## config.mk

```make
export PLATFORM = sky130hd
export DESIGN_NAME = axi_lite_sys
export DESIGN_NICKNAME = d
export VERILOG_FILES = /design/src/rtl/axi_conv_pkg.sv /design/src/rtl/axi_lite_if.sv /design/src/rtl/axi_lite_regfile.sv /design/src/rtl/axi_lite_sys.sv /design/src/rtl/axi_read_converter.sv /design/src/rtl/axi_write_converter.sv
export SDC_FILE = /design/constraint.sdc
export NUM_CORES = 1
export LEC_CHECK = 0
export BUFFER_PORTS_ARGS = -buffer_cell sky130_fd_sc_hd__buf_4
export CORE_ASPECT_RATIO = 0.9
export CORE_MARGIN = 1.5
export CORE_UTILIZATION = 55
export DETAILED_ROUTE_END_ITERATION = 8
export PLACE_DENSITY = 0.75
export SLEW_MARGIN = 10
export SYNTH_ARGS = -nofsm -noshare
export SYNTH_HDL_FRONTEND = slang
export SYNTH_SLANG_ARGS = --single-unit
```

## constraint.sdc

```tcl
create_clock -name clk -period 3.65 [get_ports clk]
set_clock_uncertainty 0.05 [all_clocks]
set_input_delay 0.5475 -clock clk [delete_from_list [all_inputs] [get_ports clk]]
set_output_delay 0.5475 -clock clk [all_outputs]
set_load 0.1 [all_outputs]
```

## src/rtl/axi_conv_pkg.sv

```systemverilog
// ##############################
// AXI conversion shared types
// ##############################

package axi_conv_pkg;

  // Bus widths shared by the full AXI4 port and the Lite bus
  localparam int ADDR_WIDTH = 32;
  localparam int DATA_WIDTH = 32;
  localparam int STRB_WIDTH = DATA_WIDTH / 8;

  // Only the full AXI4 side carries IDs and burst lengths
  localparam int ID_WIDTH  = 8;
  localparam int LEN_WIDTH = 8;

  // Register file geometry
  localparam int REG_COUNT     = 16;
  localparam int REG_IDX_WIDTH = $clog2(REG_COUNT);

  // Byte span of the register file, anything at or above is out of range
  localparam logic [ADDR_WIDTH-1:0] REG_SPAN = ADDR_WIDTH'(REG_COUNT * STRB_WIDTH);

  // Response codes as encoded on BRESP and RRESP
  typedef enum logic [1:0] {
    OKAY   = 2'b00,
    EXOKAY = 2'b01,
    SLVERR = 2'b10,
    DECERR = 2'b11
  } resp_t;

endpackage

```

## src/rtl/axi_lite_if.sv

```systemverilog
// ##############################
// AXI4-Lite bus
// ##############################

interface axi_lite_if;
  import axi_conv_pkg::*;

  logic [ADDR_WIDTH-1:0] aw_addr;
  logic                  aw_valid;
  logic                  aw_ready;
  logic [DATA_WIDTH-1:0] w_data;
  logic [STRB_WIDTH-1:0] w_strb;
  logic                  w_valid;
  logic                  w_ready;
  resp_t                 b_resp;
  logic                  b_valid;
  logic                  b_ready;
  logic [ADDR_WIDTH-1:0] ar_addr;
  logic                  ar_valid;
  logic                  ar_ready;
  logic [DATA_WIDTH-1:0] r_data;
  resp_t                 r_resp;
  logic                  r_valid;
  logic                  r_ready;

  // The converters share the master side, each drives only its own channels
  modport master (
    output aw_addr, aw_valid, w_data, w_strb, w_valid, b_ready, ar_addr, ar_valid, r_ready,
    input  aw_ready, w_ready, b_resp, b_valid, ar_ready, r_data, r_resp, r_valid
  );

  modport slave (
    input  aw_addr, aw_valid, w_data, w_strb, w_valid, b_ready, ar_addr, ar_valid, r_ready,
    output aw_ready, w_ready, b_resp, b_valid, ar_ready, r_data, r_resp, r_valid
  );

endinterface

```

## src/rtl/axi_lite_regfile.sv

```systemverilog
// ##############################
// AXI4-Lite register file
// ##############################

module axi_lite_regfile (
  input  logic      clk,
  input  logic      reset,
  axi_lite_if.slave bus
);
  import axi_conv_pkg::*;

  logic [DATA_WIDTH-1:0]    regs [REG_COUNT];
  logic                     wr_fire;
  logic                     rd_fire;
  logic [REG_IDX_WIDTH-1:0] wr_idx;
  logic [REG_IDX_WIDTH-1:0] rd_idx;
  logic                     wr_in_range;
  logic                     rd_in_range;

  // Address and data are taken in the same cycle, and only with no B pending
  assign wr_fire      = bus.aw_valid && bus.w_valid && !bus.b_valid;
  assign bus.aw_ready = wr_fire;
  assign bus.w_ready  = wr_fire;

  // One read in flight, a new address waits for the held R to drain
  assign bus.ar_ready = !bus.r_valid;
  assign rd_fire      = bus.ar_valid && bus.ar_ready;

  // Word index from the low address bits above the byte offset
  assign wr_idx      = bus.aw_addr[REG_IDX_WIDTH+1:2];
  assign rd_idx      = bus.ar_addr[REG_IDX_WIDTH+1:2];
  assign wr_in_range = (bus.aw_addr < REG_SPAN);
  assign rd_in_range = (bus.ar_addr < REG_SPAN);

  always_ff @(posedge clk) begin
    if (reset) begin
      for (int i = 0; i < REG_COUNT; i++) begin
        regs[i] <= '0;
      end
    end else if (wr_fire && wr_in_range) begin
      // Only the strobed bytes change, the rest keep their value
      for (int b = 0; b < STRB_WIDTH; b++) begin
        if (bus.w_strb[b]) regs[wr_idx][8*b +: 8] <= bus.w_data[8*b +: 8];
      end
    end
  end

  // Write response flag
  always_ff @(posedge clk) begin
    if (reset) begin
      bus.b_valid <= 1'b0;
    end else if (wr_fire) begin
      bus.b_valid <= 1'b1;
    end else if (bus.b_ready) begin
      bus.b_valid <= 1'b0;
    end
  end

  // Read response flag
  always_ff @(posedge clk) begin
    if (reset) begin
      bus.r_valid <= 1'b0;
    end else if (rd_fire) begin
      bus.r_valid <= 1'b1;
    end else if (bus.r_ready) begin
      bus.r_valid <= 1'b0;
    end
  end

  // Response payloads, out of range reads return zero
  always_ff @(posedge clk) begin
    if (wr_fire) begin
      bus.b_resp <= wr_in_range ? OKAY : SLVERR;
    end
    if (rd_fire) begin
      bus.r_data <= rd_in_range ? regs[rd_idx] : '0;
      bus.r_resp <= rd_in_range ? OKAY : SLVERR;
    end
  end

endmodule

```

## src/rtl/axi_lite_sys.sv

```systemverilog
// ##############################
// AXI4 to Lite subsystem
// ##############################

module axi_lite_sys (
  input  logic                                clk,
  input  logic                                reset,
  input  logic [axi_conv_pkg::ID_WIDTH-1:0]   awid,
  input  logic [axi_conv_pkg::ADDR_WIDTH-1:0] awaddr,
  input  logic [axi_conv_pkg::LEN_WIDTH-1:0]  awlen,
  input  logic                                awvalid,
  output logic                                awready,
  input  logic [axi_conv_pkg::DATA_WIDTH-1:0] wdata,
  input  logic [axi_conv_pkg::STRB_WIDTH-1:0] wstrb,
  input  logic                                wlast,
  input  logic                                wvalid,
  output logic                                wready,
  output logic [axi_conv_pkg::ID_WIDTH-1:0]   bid,
  output axi_conv_pkg::resp_t                 bresp,
  output logic                                bvalid,
  input  logic                                bready,
  input  logic [axi_conv_pkg::ID_WIDTH-1:0]   arid,
  input  logic [axi_conv_pkg::ADDR_WIDTH-1:0] araddr,
  input  logic [axi_conv_pkg::LEN_WIDTH-1:0]  arlen,
  input  logic                                arvalid,
  output logic                                arready,
  output logic [axi_conv_pkg::ID_WIDTH-1:0]   rid,
  output logic [axi_conv_pkg::DATA_WIDTH-1:0] rdata,
  output axi_conv_pkg::resp_t                 rresp,
  output logic                                rlast,
  output logic                                rvalid,
  input  logic                                rready
);

  // Single Lite bus, the write and read converters own disjoint channels
  axi_lite_if lite_bus ();

  axi_write_converter u_write_converter (
    .clk     (clk),
    .reset   (reset),
    .awid    (awid),
    .awaddr  (awaddr),
    .awlen   (awlen),
    .awvalid (awvalid),
    .awready (awready),
    .wdata   (wdata),
    .wstrb   (wstrb),
    .wlast   (wlast),
    .wvalid  (wvalid),
    .wready  (wready),
    .bid     (bid),
    .bresp   (bresp),
    .bvalid  (bvalid),
    .bready  (bready),
    .lite    (lite_bus.master)
  );

  axi_read_converter u_read_converter (
    .clk     (clk),
    .reset   (reset),
    .arid    (arid),
    .araddr  (araddr),
    .arlen   (arlen),
    .arvalid (arvalid),
    .arready (arready),
    .rid     (rid),
    .rdata   (rdata),
    .rresp   (rresp),
    .rlast   (rlast),
    .rvalid  (rvalid),
    .rready  (rready),
    .lite    (lite_bus.master)
  );

  axi_lite_regfile u_regfile (
    .clk   (clk),
    .reset (reset),
    .bus   (lite_bus.slave)
  );

endmodule

```

## src/rtl/axi_read_converter.sv

```systemverilog
// ##############################
// AXI4 to Lite read converter
// ##############################

module axi_read_converter (
  input  logic                                clk,
  input  logic                                reset,
  input  logic [axi_conv_pkg::ID_WIDTH-1:0]   arid,
  input  logic [axi_conv_pkg::ADDR_WIDTH-1:0] araddr,
  input  logic [axi_conv_pkg::LEN_WIDTH-1:0]  arlen,
  input  logic                                arvalid,
  output logic                                arready,
  output logic [axi_conv_pkg::ID_WIDTH-1:0]   rid,
  output logic [axi_conv_pkg::DATA_WIDTH-1:0] rdata,
  output axi_conv_pkg::resp_t                 rresp,
  output logic                                rlast,
  output logic                                rvalid,
  input  logic                                rready,
  axi_lite_if.master                          lite
);
  import axi_conv_pkg::*;

  // ST_BEAT serves both the forwarded single beat and the burst error beats
  enum logic [1:0] {ST_IDLE, ST_LITE, ST_BEAT} state;

  logic [ID_WIDTH-1:0]   id_q;
  logic [LEN_WIDTH-1:0]  cnt_q;
  logic [ADDR_WIDTH-1:0] addr_q;
  logic                  ar_pend;
  logic [DATA_WIDTH-1:0] data_q;
  resp_t                 resp_q;

  // No address is taken while reset is held
  assign arready = (state == ST_IDLE) && !reset;
  assign rvalid  = (state == ST_BEAT);
  assign rid     = id_q;
  assign rdata   = data_q;
  assign rresp   = resp_q;
  // A single beat loads a zero count, so it is always the last
  assign rlast   = (cnt_q == '0);

  assign lite.ar_addr  = addr_q;
  assign lite.ar_valid = ar_pend;
  assign lite.r_ready  = (state == ST_LITE);

  always_ff @(posedge clk) begin
    if (reset) begin
      state   <= ST_IDLE;
      cnt_q   <= '0;
      ar_pend <= 1'b0;
    end else begin
      case (state)
        ST_IDLE: begin
          if (arvalid) begin
            cnt_q   <= arlen;
            ar_pend <= (arlen == '0);
            state   <= (arlen == '0) ? ST_LITE : ST_BEAT;
          end
        end
        ST_LITE: begin
          if (lite.ar_valid && lite.ar_ready) ar_pend <= 1'b0;
          if (lite.r_valid) state <= ST_BEAT;
        end
        ST_BEAT: begin
          if (rready && cnt_q == '0) begin
            state <= ST_IDLE;
          end else if (rready) begin
            cnt_q <= cnt_q - 1'b1;
          end
        end
        default: state <= ST_IDLE;
      endcase
    end
  end

  // Burst beats carry zero data and SLVERR, single beats carry the Lite result
  always_ff @(posedge clk) begin
    if (arvalid && arready) begin
      id_q   <= arid;
      addr_q <= araddr;
      data_q <= '0;
      resp_q <= SLVERR;
    end
    if (lite.r_valid && lite.r_ready) begin
      data_q <= lite.r_data;
      resp_q <= lite.r_resp;
    end
  end

endmodule

```

## src/rtl/axi_write_converter.sv

```systemverilog
// ##############################
// AXI4 to Lite write converter
// ##############################

module axi_write_converter (
  input  logic                                clk,
  input  logic                                reset,
  input  logic [axi_conv_pkg::ID_WIDTH-1:0]   awid,
  input  logic [axi_conv_pkg::ADDR_WIDTH-1:0] awaddr,
  input  logic [axi_conv_pkg::LEN_WIDTH-1:0]  awlen,
  input  logic                                awvalid,
  output logic                                awready,
  input  logic [axi_conv_pkg::DATA_WIDTH-1:0] wdata,
  input  logic [axi_conv_pkg::STRB_WIDTH-1:0] wstrb,
  input  logic                                wlast,
  input  logic                                wvalid,
  output logic                                wready,
  output logic [axi_conv_pkg::ID_WIDTH-1:0]   bid,
  output axi_conv_pkg::resp_t                 bresp,
  output logic                                bvalid,
  input  logic                                bready,
  axi_lite_if.master                          lite
);
  import axi_conv_pkg::*;

  // One transaction at a time: address, data, Lite exchange, then B
  enum logic [1:0] {ST_IDLE, ST_DATA, ST_LITE, ST_RESP} state;

  logic [ID_WIDTH-1:0]   id_q;
  logic                  burst_q;
  logic [ADDR_WIDTH-1:0] addr_q;
  logic [DATA_WIDTH-1:0] data_q;
  logic [STRB_WIDTH-1:0] strb_q;
  logic                  aw_pend;
  logic                  w_pend;
  resp_t                 resp_q;

  // Each channel is open in exactly one state
  // No address is taken while reset is held
  assign awready = (state == ST_IDLE) && !reset;
  assign wready  = (state == ST_DATA);
  assign bvalid  = (state == ST_RESP);
  assign bid     = id_q;
  assign bresp   = resp_q;

  // Lite AW and W are raised together and dropped independently on acceptance
  assign lite.aw_addr  = addr_q;
  assign lite.aw_valid = aw_pend;
  assign lite.w_data   = data_q;
  assign lite.w_strb   = strb_q;
  assign lite.w_valid  = w_pend;
  assign lite.b_ready  = (state == ST_LITE);

  always_ff @(posedge clk) begin
    if (reset) begin
      state   <= ST_IDLE;
      burst_q <= 1'b0;
      aw_pend <= 1'b0;
      w_pend  <= 1'b0;
    end else begin
      case (state)
        ST_IDLE: begin
          if (awvalid) begin
            // A nonzero length marks a burst, which is never forwarded
            burst_q <= (awlen != '0);
            state   <= ST_DATA;
          end
        end
        ST_DATA: begin
          if (wvalid && !burst_q) begin
            aw_pend <= 1'b1;
            w_pend  <= 1'b1;
            state   <= ST_LITE;
          end else if (wvalid && wlast) begin
            // Burst beats are swallowed until the last one
            state <= ST_RESP;
          end
        end
        ST_LITE: begin
          if (lite.aw_valid && lite.aw_ready) aw_pend <= 1'b0;
          if (lite.w_valid && lite.w_ready) w_pend <= 1'b0;
          if (lite.b_valid) state <= ST_RESP;
        end
        ST_RESP: begin
          if (bready) state <= ST_IDLE;
        end
        default: state <= ST_IDLE;
      endcase
    end
  end

  // Transaction payload, captured on each handshake
  always_ff @(posedge clk) begin
    if (awvalid && awready) begin
      id_q   <= awid;
      addr_q <= awaddr;
    end
    if (wvalid && wready) begin
      data_q <= wdata;
      strb_q <= wstrb;
    end
    // The B response is either passed through from Lite or an error for a burst
    if (lite.b_valid && lite.b_ready) begin
      resp_q <= lite.b_resp;
    end else if (wvalid && wready && burst_q && wlast) begin
      resp_q <= SLVERR;
    end
  end

endmodule

```

==> run metrics, run 1 <==
post-route core utilization 63.8%; Reg power frac 51.8%; P_int 0.0140 W; Total Power 0.0184 W; detailed-route via count 17700; Critical Path RT 3050 ps; final WL 71500 um; Gate power share 9.3%; CTS max path bufs 3; number of synthesized flops with an enable pin 692; initial antenna violation count 0; post-CTS sizing 0; antenna viol nets, final 0; layout cells sized above 1 26.0%; Skew-Pair Late Insertion Delay 630 ps; Buf/Inv on CP 2; total track usage 26.3%; Die H 223 um; detailed placement HPWL 45800 um; Die Wd 248 um; vias in the first global route 17900; RSZ-0062 raised after global routing no; top_reg_cell synth edfxtp_1; Final Max Tran Viols 0; Mapped Area 29600 um2; Max-slew headroom 28.0%; row count 80; cell family with most CP delay simple AND/OR/NAND/NOR gates; area grow syn2layout 14.4%; worst hold slack 47.8 ps; leakage 11.5 nW; Buffers on Ports 191; pwr dens 544 nW/um2; fin nets 2243; hold crit path type in -> reg; drc violations 0; Setup TNS Final 0 ps; Pre-antenna DRT Iters 6; DR vias/cell 6.22; Netlist cell types 52; max incr delay on CP 350 ps; CP Capture Type output pin; Final setup viols 0; CTS root buf clkbuf_16; DP Area 31600 um2; CTS tree done; critical-path maximum fanout 5; power share of the clock group 38.9%; Max Cap Viol 0; Final Cell Area 33900 um2; Gate Count Post-Synth 1942; gpl congestion 0.815; Hold Buf Count CTS 0; CTS buffer count 72; Post-CTS Setup Bufs 0; Startpoint Class register; largest net degree at the start of global routing 72; switching pwr 0.00440 W; crit path time final 2630 ps; Detailed Route Iter0 Violations 2190; Worst Max-Slew Pin Slew 1080 ps; Num Clock Sinks 710; most common cell after layout, fill and taps aside edfxtp_1; maximum VDD drop 0.000489 V; sequential element share of the synthesized area 71.4%; DIE AREA 55200 um2; Hold Vio Cnt, Final 0; crit path kind reg -> out; fmax 0.380 GHz; Initial Util 55.8%; Worst-path clk slew 60 ps; first-pass GRT wire length 107000 um; Tcrit/Tclk final 72.0%; ys async rst share 0%; Net Sw Frac 23.9%; critical path arrival 2030 ps; number of synthesized register bits 710; htree depth 3; Avg Cell Area, Syn 15.2 um2; most frequent cells in the layout edfxtp_1, nor2_1, buf_4, mux4_2, clkbuf_16; Yosys warning count 0; Core Region 53100 um2; status complete, no violations; slowest stage cell, crit path dfxtp_1; critical path, cell by cell inv_1 -> ha_1 -> nor3b_1 -> and2_1 -> buf_4; grt total ovfl 0; Routed wire per std cell 25.1 um; Top Ports 198
## cell type report
type / count / area, um2
clock buffer: 91 / 1970
multi-input combinational: 1049 / 7610
sequential: 710 / 21100
inverter: 15 / 56.3
fill: 3756 / 19200
antenna: 2 / 5.00
tap: 697 / 872
clock inverter: 40 / 302
timing repair buffer: 248 / 1910
## path summary, 6_finish.rpt
path                                     startpoint                                to  slack [ps]  cells after the start
setup / recovery          u_read_converter.cnt_q[0]                             rlast        1020                      5
hold / removal                             wstrb[0]  u_write_converter.lite.w_strb[0]          50                      1
setup reg to reg  u_write_converter.lite.aw_addr[3]            u_regfile.regs[15][27]        1060                      5
hold reg to reg           u_read_converter.cnt_q[7]         u_read_converter.cnt_q[7]         430                      2
## stage by stage
stage | cells | setup WS (ps)
4_1_cts | 2850 | 1020
6_report | 2852 | 1020
5_1_grt | 2850 | 934
2_1_floorplan | 1943 | 31.5
3_3_place_gp | 2719 | 1030
3_5_place_dp | 2719 | 948
## flip-flops by register name, indices dropped and copies added (netlist names), 2 cells and up
signal                          flops
u_read_converter.rid                8
u_regfile.regs                    512
u_write_converter.bid               8
u_write_converter.lite.w_data      32
u_write_converter.lite.aw_addr     30
u_read_converter.state              2
u_regfile.bus.r_data               32
u_read_converter.cnt_q              8
u_read_converter.lite.ar_addr      30
u_write_converter.state             2
u_write_converter.lite.w_strb       4
u_read_converter.rdata             32
## worst reg2reg max path: stages (launching register included)
cell and delay [ps]:
edfxtp_1 610, nand2_1 260, nor2_1 710, nand3_1 320, buf_4 320, nor2_1 150
## Yosys cell counts (2+ instances only)
master	count	area, um2
nor3_2	5	50.1
a211o_1	2	17.5
nor2b_1	4	25.0
a211oi_1	33	248
and2_1	42	263
and3_1	4	25.0
o311a_1	2	20.0
o21bai_1	2	15.0
nor4_1	19	119
ha_1	7	87.6
a22oi_1	3	22.5
nor2_1	535	2010
a21o_1	2	15.0
edfxtp_1	692	20800
nand3b_1	2	15.0
a31o_2	64	561
a21oi_1	14	70.1
dfxtp_1	18	360
or2_2	3	18.8
nand2_1	49	184
mux2i_1	32	320
buf_4	12	90.1
o21a_1	2	15.0
o21ai_0	4	20.0
buf_2	84	420
o22ai_1	32	200
o32ai_1	6	52.6
buf_6	3	33.8
inv_1	14	52.6
mux4_2	128	2880
nor3_1	4	20.0
buf_1	2	7.51
o31a_1	2	17.5
or4_1	3	22.5
clkbuf_1	68	255
nand2b_1	9	56.3
nand3_1	20	100
## power by group through the flow
stage	clock network, W	logic (W)	registers [W]
2_1_floorplan	0	0.000998	0.00984
3_3_place_gp	0	0.00165	0.00968
3_5_place_dp	0	0.00170	0.00971
4_1_cts	0.00724	0.00171	0.00954
5_1_grt	0.00753	0.00181	0.00958
6_report	0.00716	0.00171	0.00954
## routing by layer
layer  wire length [um]  track usage (%)
met4               2460             9.48
met2              34000             41.3
met3               7860             7.04
met5                  0                0
met1              27200             35.8
## kinds of logic after synthesis
family,share of synthesized area (%)
adders and majority gates,0.296
muxes,10.8
other,0.0127
AOI/OAI and AO/OA,4.48
buffers and inverters,2.92
DFF,71.4
and+or+nand+nor,10.0
No activity file was read; power rests on OpenSTA's default activity.
==> run 2, diff against run 1 <==
--- a/config.mk
+++ b/config.mk
@@ -8,9 +8,9 @@
 export BUFFER_PORTS_ARGS = -buffer_cell sky130_fd_sc_hd__buf_4
 export CORE_ASPECT_RATIO = 0.9
 export CORE_MARGIN = 1.5
-export CORE_UTILIZATION = 55
+export CORE_UTILIZATION = 60
 export DETAILED_ROUTE_END_ITERATION = 8
-export PLACE_DENSITY = 0.75
+export PLACE_DENSITY = 0.78
 export SLEW_MARGIN = 10
 export SYNTH_ARGS = -nofsm -noshare
 export SYNTH_HDL_FRONTEND = slang
==> constraint.sdc (replaced) <==
create_clock -name clk -period 2.6 [get_ports clk]
set_clock_uncertainty 0.05 [all_clocks]
set_input_delay 0.39 -clock clk [delete_from_list [all_inputs] [get_ports clk]]
set_output_delay 0.39 -clock clk [all_outputs]
set_load 0.1 [all_outputs]
==> run metrics, run 2 (synthesis results as in run 1) <==
initial antenna violation count 1; detailed-route via count 18400; critical-path maximum fanout 33; Top Ports 198; DIE AREA 50700 um2; GRT Max-Usage Layer met2; layout cells sized above 1 26.1%; Top reg by flops u_regfile.regs; Num Clock Sinks 710; CTS max path bufs 3; detailed placement HPWL 46100 um; max incr delay on CP 610 ps; status complete, no violations; htree depth 3; pwr dens 746 nW/um2; largest net degree at the start of global routing 73; Core Region 48900 um2; crit path time final 2560 ps; slowest stage cell, crit path or4_1; gpl congestion 0.837; max FFs per register 512; maximum VDD drop 0.000663 V; Startpoint Class register; Pre-antenna DRT Iters 6; Worst-path clk slew 60 ps; vias in the first global route 18900; drc violations 0; final WL 74800 um; RSZ-0062 raised after global routing no; Die H 214 um; critical path arrival 2820 ps; most common cell after layout, fill and taps aside edfxtp_1; area grow syn2layout 20.0%; Finished Layout Cells 2942; Initial Util 60.5%; met1 Use GR 38.6%; fmax 0.391 GHz; Final Max Tran Viols 0; Max-slew headroom 38.7%; post-route core utilization 72.6%; antenna viol nets, final 0; crit path kind reg -> reg; Skew-Pair Late Insertion Delay 620 ps; row count 77; hold crit path type in -> reg; CTS tree done; CP Capture Type register; DR vias/cell 6.24; Routed wire per std cell 25.4 um; leakage 12.3 nW; Max Cap Viol 0; Detailed Route Iter0 Violations 2177; Setup TNS Final 0 ps; Final setup viols 0; CTS buffer count 70; CTS root buf clkbuf_16; critical path, cell by cell or4_1 -> nor3_1 -> nand4_1 -> buf_12 -> a211oi_1; Worst Max-Slew Pin Slew 919 ps; grt total ovfl 0; Die Wd 237 um; first-pass GRT wire length 111000 um; Hold Vio Cnt, Final 0; GR Util met2 50.5%; placed insts 2700; Tcrit/Tclk final 98.4%; Critical Path RT 2860 ps; most frequent cells in the layout edfxtp_1, nor2_1, buf_4, mux4_2, dlygate4sd3_1; total track usage 30.2%; fin nets 2400; Buffers on Ports 191; met3 usage 7.52%
==> run 2: area by class of cell <==
class / count / area [um2]
Timing Repair Buffer: 407 / 3550
Inverter: 15 / 56.3
Clock inverter: 44 / 464
Clock buffer: 83 / 1870
Multi-Input combinational cell: 1049 / 7620
Fill cell: 2981 / 13400
Antenna cell: 2 / 5.00
Tap cell: 632 / 791
Sequential cell: 710 / 21100
==> run 2: layer usage <==
layer,share of wire (%),vias to the layer above
met5,0.017,-
met2,49,1166
li1,-,7902
met4,3.8,2
met1,36,9102
met3,11,192
==> run 2: critical path, delay by kind of cell, from the launching register on <==
kind / cells / cell delay, ps
compound gates: 1 / 560
buf+inv: 1 / 250
flops: 1 / 370
simple gates: 3 / 1000
==> run 2: final timing paths <==
check / start / to / slack, ps / cells after the start
max: u_read_converter.lite.ar_addr[23] / u_regfile.bus.r_data[13] / 40 / 5
min: wlast / u_write_converter.bresp[1] / 80 / 3
max reg2reg: u_read_converter.lite.ar_addr[23] / u_regfile.bus.r_data[13] / 40 / 5
min reg2reg: u_regfile.bus.r_data[12] / u_read_converter.rdata[12] / 460 / 1
==> run 2: through the flow <==
step	total power (W)	worst slack, ps	instance area (um2)	hold WS (ps)
finish	0.0265	41.0	35500	77.9
global route	0.0272	27.3	35500	51.3
CTS	0.0265	141	35500	51.4
detailed placement	0.0161	226	32000	448
global placement	0.0160	304	32000	414
floorplan	0.0152	64.9	29600	404
==> run 2: timing repair <==
item,CTS,global route
endpoints found under the hold margin,116,0
gates resized for setup,0,1
buffers inserted,0,0
endpoints found under the setup margin,0,1
hold buffers,113,0
==> run 2: power breakdown <==
| group | switching (W) | total, W | internal [W] |
|---|---|---|---|
| sequential | 0.000236 | 0.0134 | 0.0131 |
| combinational | 0.00171 | 0.00269 | 0.000982 |
| clock | 0.00428 | 0.0104 | 0.00615 |
| total | 0.00623 | 0.0265 | 0.0202 |
==> run 3, diff against run 2 <==
==> constraint.sdc (replaced) <==
create_clock -name clk -period 2.6 [get_ports clk]
set_clock_uncertainty 0.05 [all_clocks]
set_input_delay 0.26 -clock clk [delete_from_list [all_inputs] [get_ports clk]]
set_output_delay 0.26 -clock clk [all_outputs]
set_load 0.1 [all_outputs]
==> run metrics, run 3 (synthesis results as in run 1) <==
Gate power share 10.3%; first-pass GRT wire length 111000 um; crit path time final 2320 ps; Startpoint Class register; Buffers on Ports 191; CTS root buf clkbuf_16; critical-path maximum fanout 5; max FFs per register 512; Buf/Inv on CP 2; detailed-route via count 18600; leakage 12.2 nW; drc violations 0; detailed placement HPWL 46400 um; Routed wire per std cell 25.2 um; Max-slew headroom 29.6%; fin nets 2407; post-route core utilization 72.4%; most frequent cells in the layout edfxtp_1, nor2_1, buf_4, mux4_2, dlygate4sd3_1; Top reg by flops u_regfile.regs; Reg power frac 51.4%; critical path, cell by cell inv_1 -> ha_1 -> nor3b_1 -> and2_1 -> buf_4; Tcrit/Tclk final 89.3%; Hold Vio Cnt, Final 0; maximum VDD drop 0.000830 V; grt total ovfl 0; Core Region 48900 um2; crit path kind reg -> out; RSZ-0062 raised after global routing no; DIE AREA 50700 um2; Final setup viols 0; Layout fillers 2934; Initial Util 60.5%; P_int 0.0197 W; power share of the clock group 38.3%; CTS tree done; Post-CTS Setup Bufs 0; critical path arrival 2010 ps; area grow syn2layout 19.7%; Worst Max-Slew Pin Slew 1060 ps; Net Sw Frac 24.3%; Num Clock Sinks 710; total track usage 30.0%; DP Area 32000 um2; placed insts 2696; CP Capture Type output pin; pwr dens 734 nW/um2; Reg area 21100 um2; most common cell after layout, fill and taps aside edfxtp_1; fmax 0.431 GHz; htree depth 3; final WL 74300 um; Die H 214 um; largest net degree at the start of global routing 75; DR vias/cell 6.30; gpl congestion 0.874; Finished Layout Cells 2950; Critical Path RT 2290 ps; Die Wd 237 um; hold crit path type in -> reg; Detailed Route Iter0 Violations 2557; area of the multi-input gates 7620 um2; Top Ports 198; vias in the first global route 18900; CTS max path bufs 3; layout cells sized above 1 26.0%; antenna viol nets, final 0; status complete, no violations; Worst-path clk slew 60 ps; slowest stage cell, crit path dfxtp_1; Pre-antenna DRT Iters 5; Final Cell Area 35400 um2; switching pwr 0.00632 W; Max Cap Viol 0; Setup TNS Final 0 ps; Skew-Pair Late Insertion Delay 610 ps; initial antenna violation count 2; Final Max Tran Viols 0; row count 77; cell family with most CP delay simple AND/OR/NAND/NOR gates; max incr delay on CP 350 ps; CTS buffer count 71
-- run 3: what timing repair did --
item / CTS / global route
endpoints found under the hold margin: 124 / 0
gates resized for setup: 0 / 0
setup endpoints to repair: 0 / 0
hold buffers: 123 / 0
-- run 3: final timing paths --
path	from	to	slack, ps	depth (start not counted)
hold / removal	arlen[7]	u_read_converter.cnt_q[7]	30	3
hold reg to reg	u_read_converter.cnt_q[7]	u_read_converter.cnt_q[7]	440	2
setup / recovery	u_read_converter.cnt_q[0]	rlast	280	5
setup reg to reg	u_write_converter.lite.aw_addr[18]	u_regfile.regs[13][9]	330	5
-- run 3: final cells by class --
cell class              count  share of cell area [%]
diodes                      1                 0.00706
multi-input cells        1049                    21.5
flip-flops and latches    710                    59.7
repair buffers            413                    10.1
well taps                 632                    2.23
clock inverters            40                    1.09
clock buffers              90                    5.22
inverters                  15                   0.159
-- run 3: power by group through the flow --
stage | sequential, W | clock [W] | combinational [W]
detailed placement | 0.0136 | 0 | 0.00249
global route | 0.0134 | 0.0105 | 0.00282
finish | 0.0134 | 0.00997 | 0.00269
global placement | 0.0136 | 0 | 0.00243
floorplan | 0.0138 | 0 | 0.00141
CTS | 0.0133 | 0.0100 | 0.00265
-- run 3: routing by layer --
| layer | up-vias | share of wire [%] | GRT usage (%) |
|---|---|---|---|
| li1 | 7928 | - | - |
| met3 | 191 | 12 | 8.30 |
| met2 | 1234 | 49 | 49.5 |
| met5 | - | 0.13 | 1.33 |
| met4 | 2 | 3.5 | 11.0 |
| met1 | 9222 | 36 | 38.4 |
-- run 3: stage by stage --
stage	power, W	hold WS [ps]	setup slack (ps)
after global placement	0.0160	388	352
after floorplan	0.0152	309	-16.2
after global routing	0.0267	37.2	197
final	0.0260	34.5	279
after detailed placement	0.0161	389	331
after CTS	0.0260	7.06	321
-- run 3: worst reg2reg max path: cells and delay by family (launching register included) --
kind | cells | cell delay, ps
AND/OR/NAND/NOR | 3 | 780
buffers and inverters | 1 | 290
flip-flops | 1 | 380
AO/OA/AOI/OAI | 1 | 440
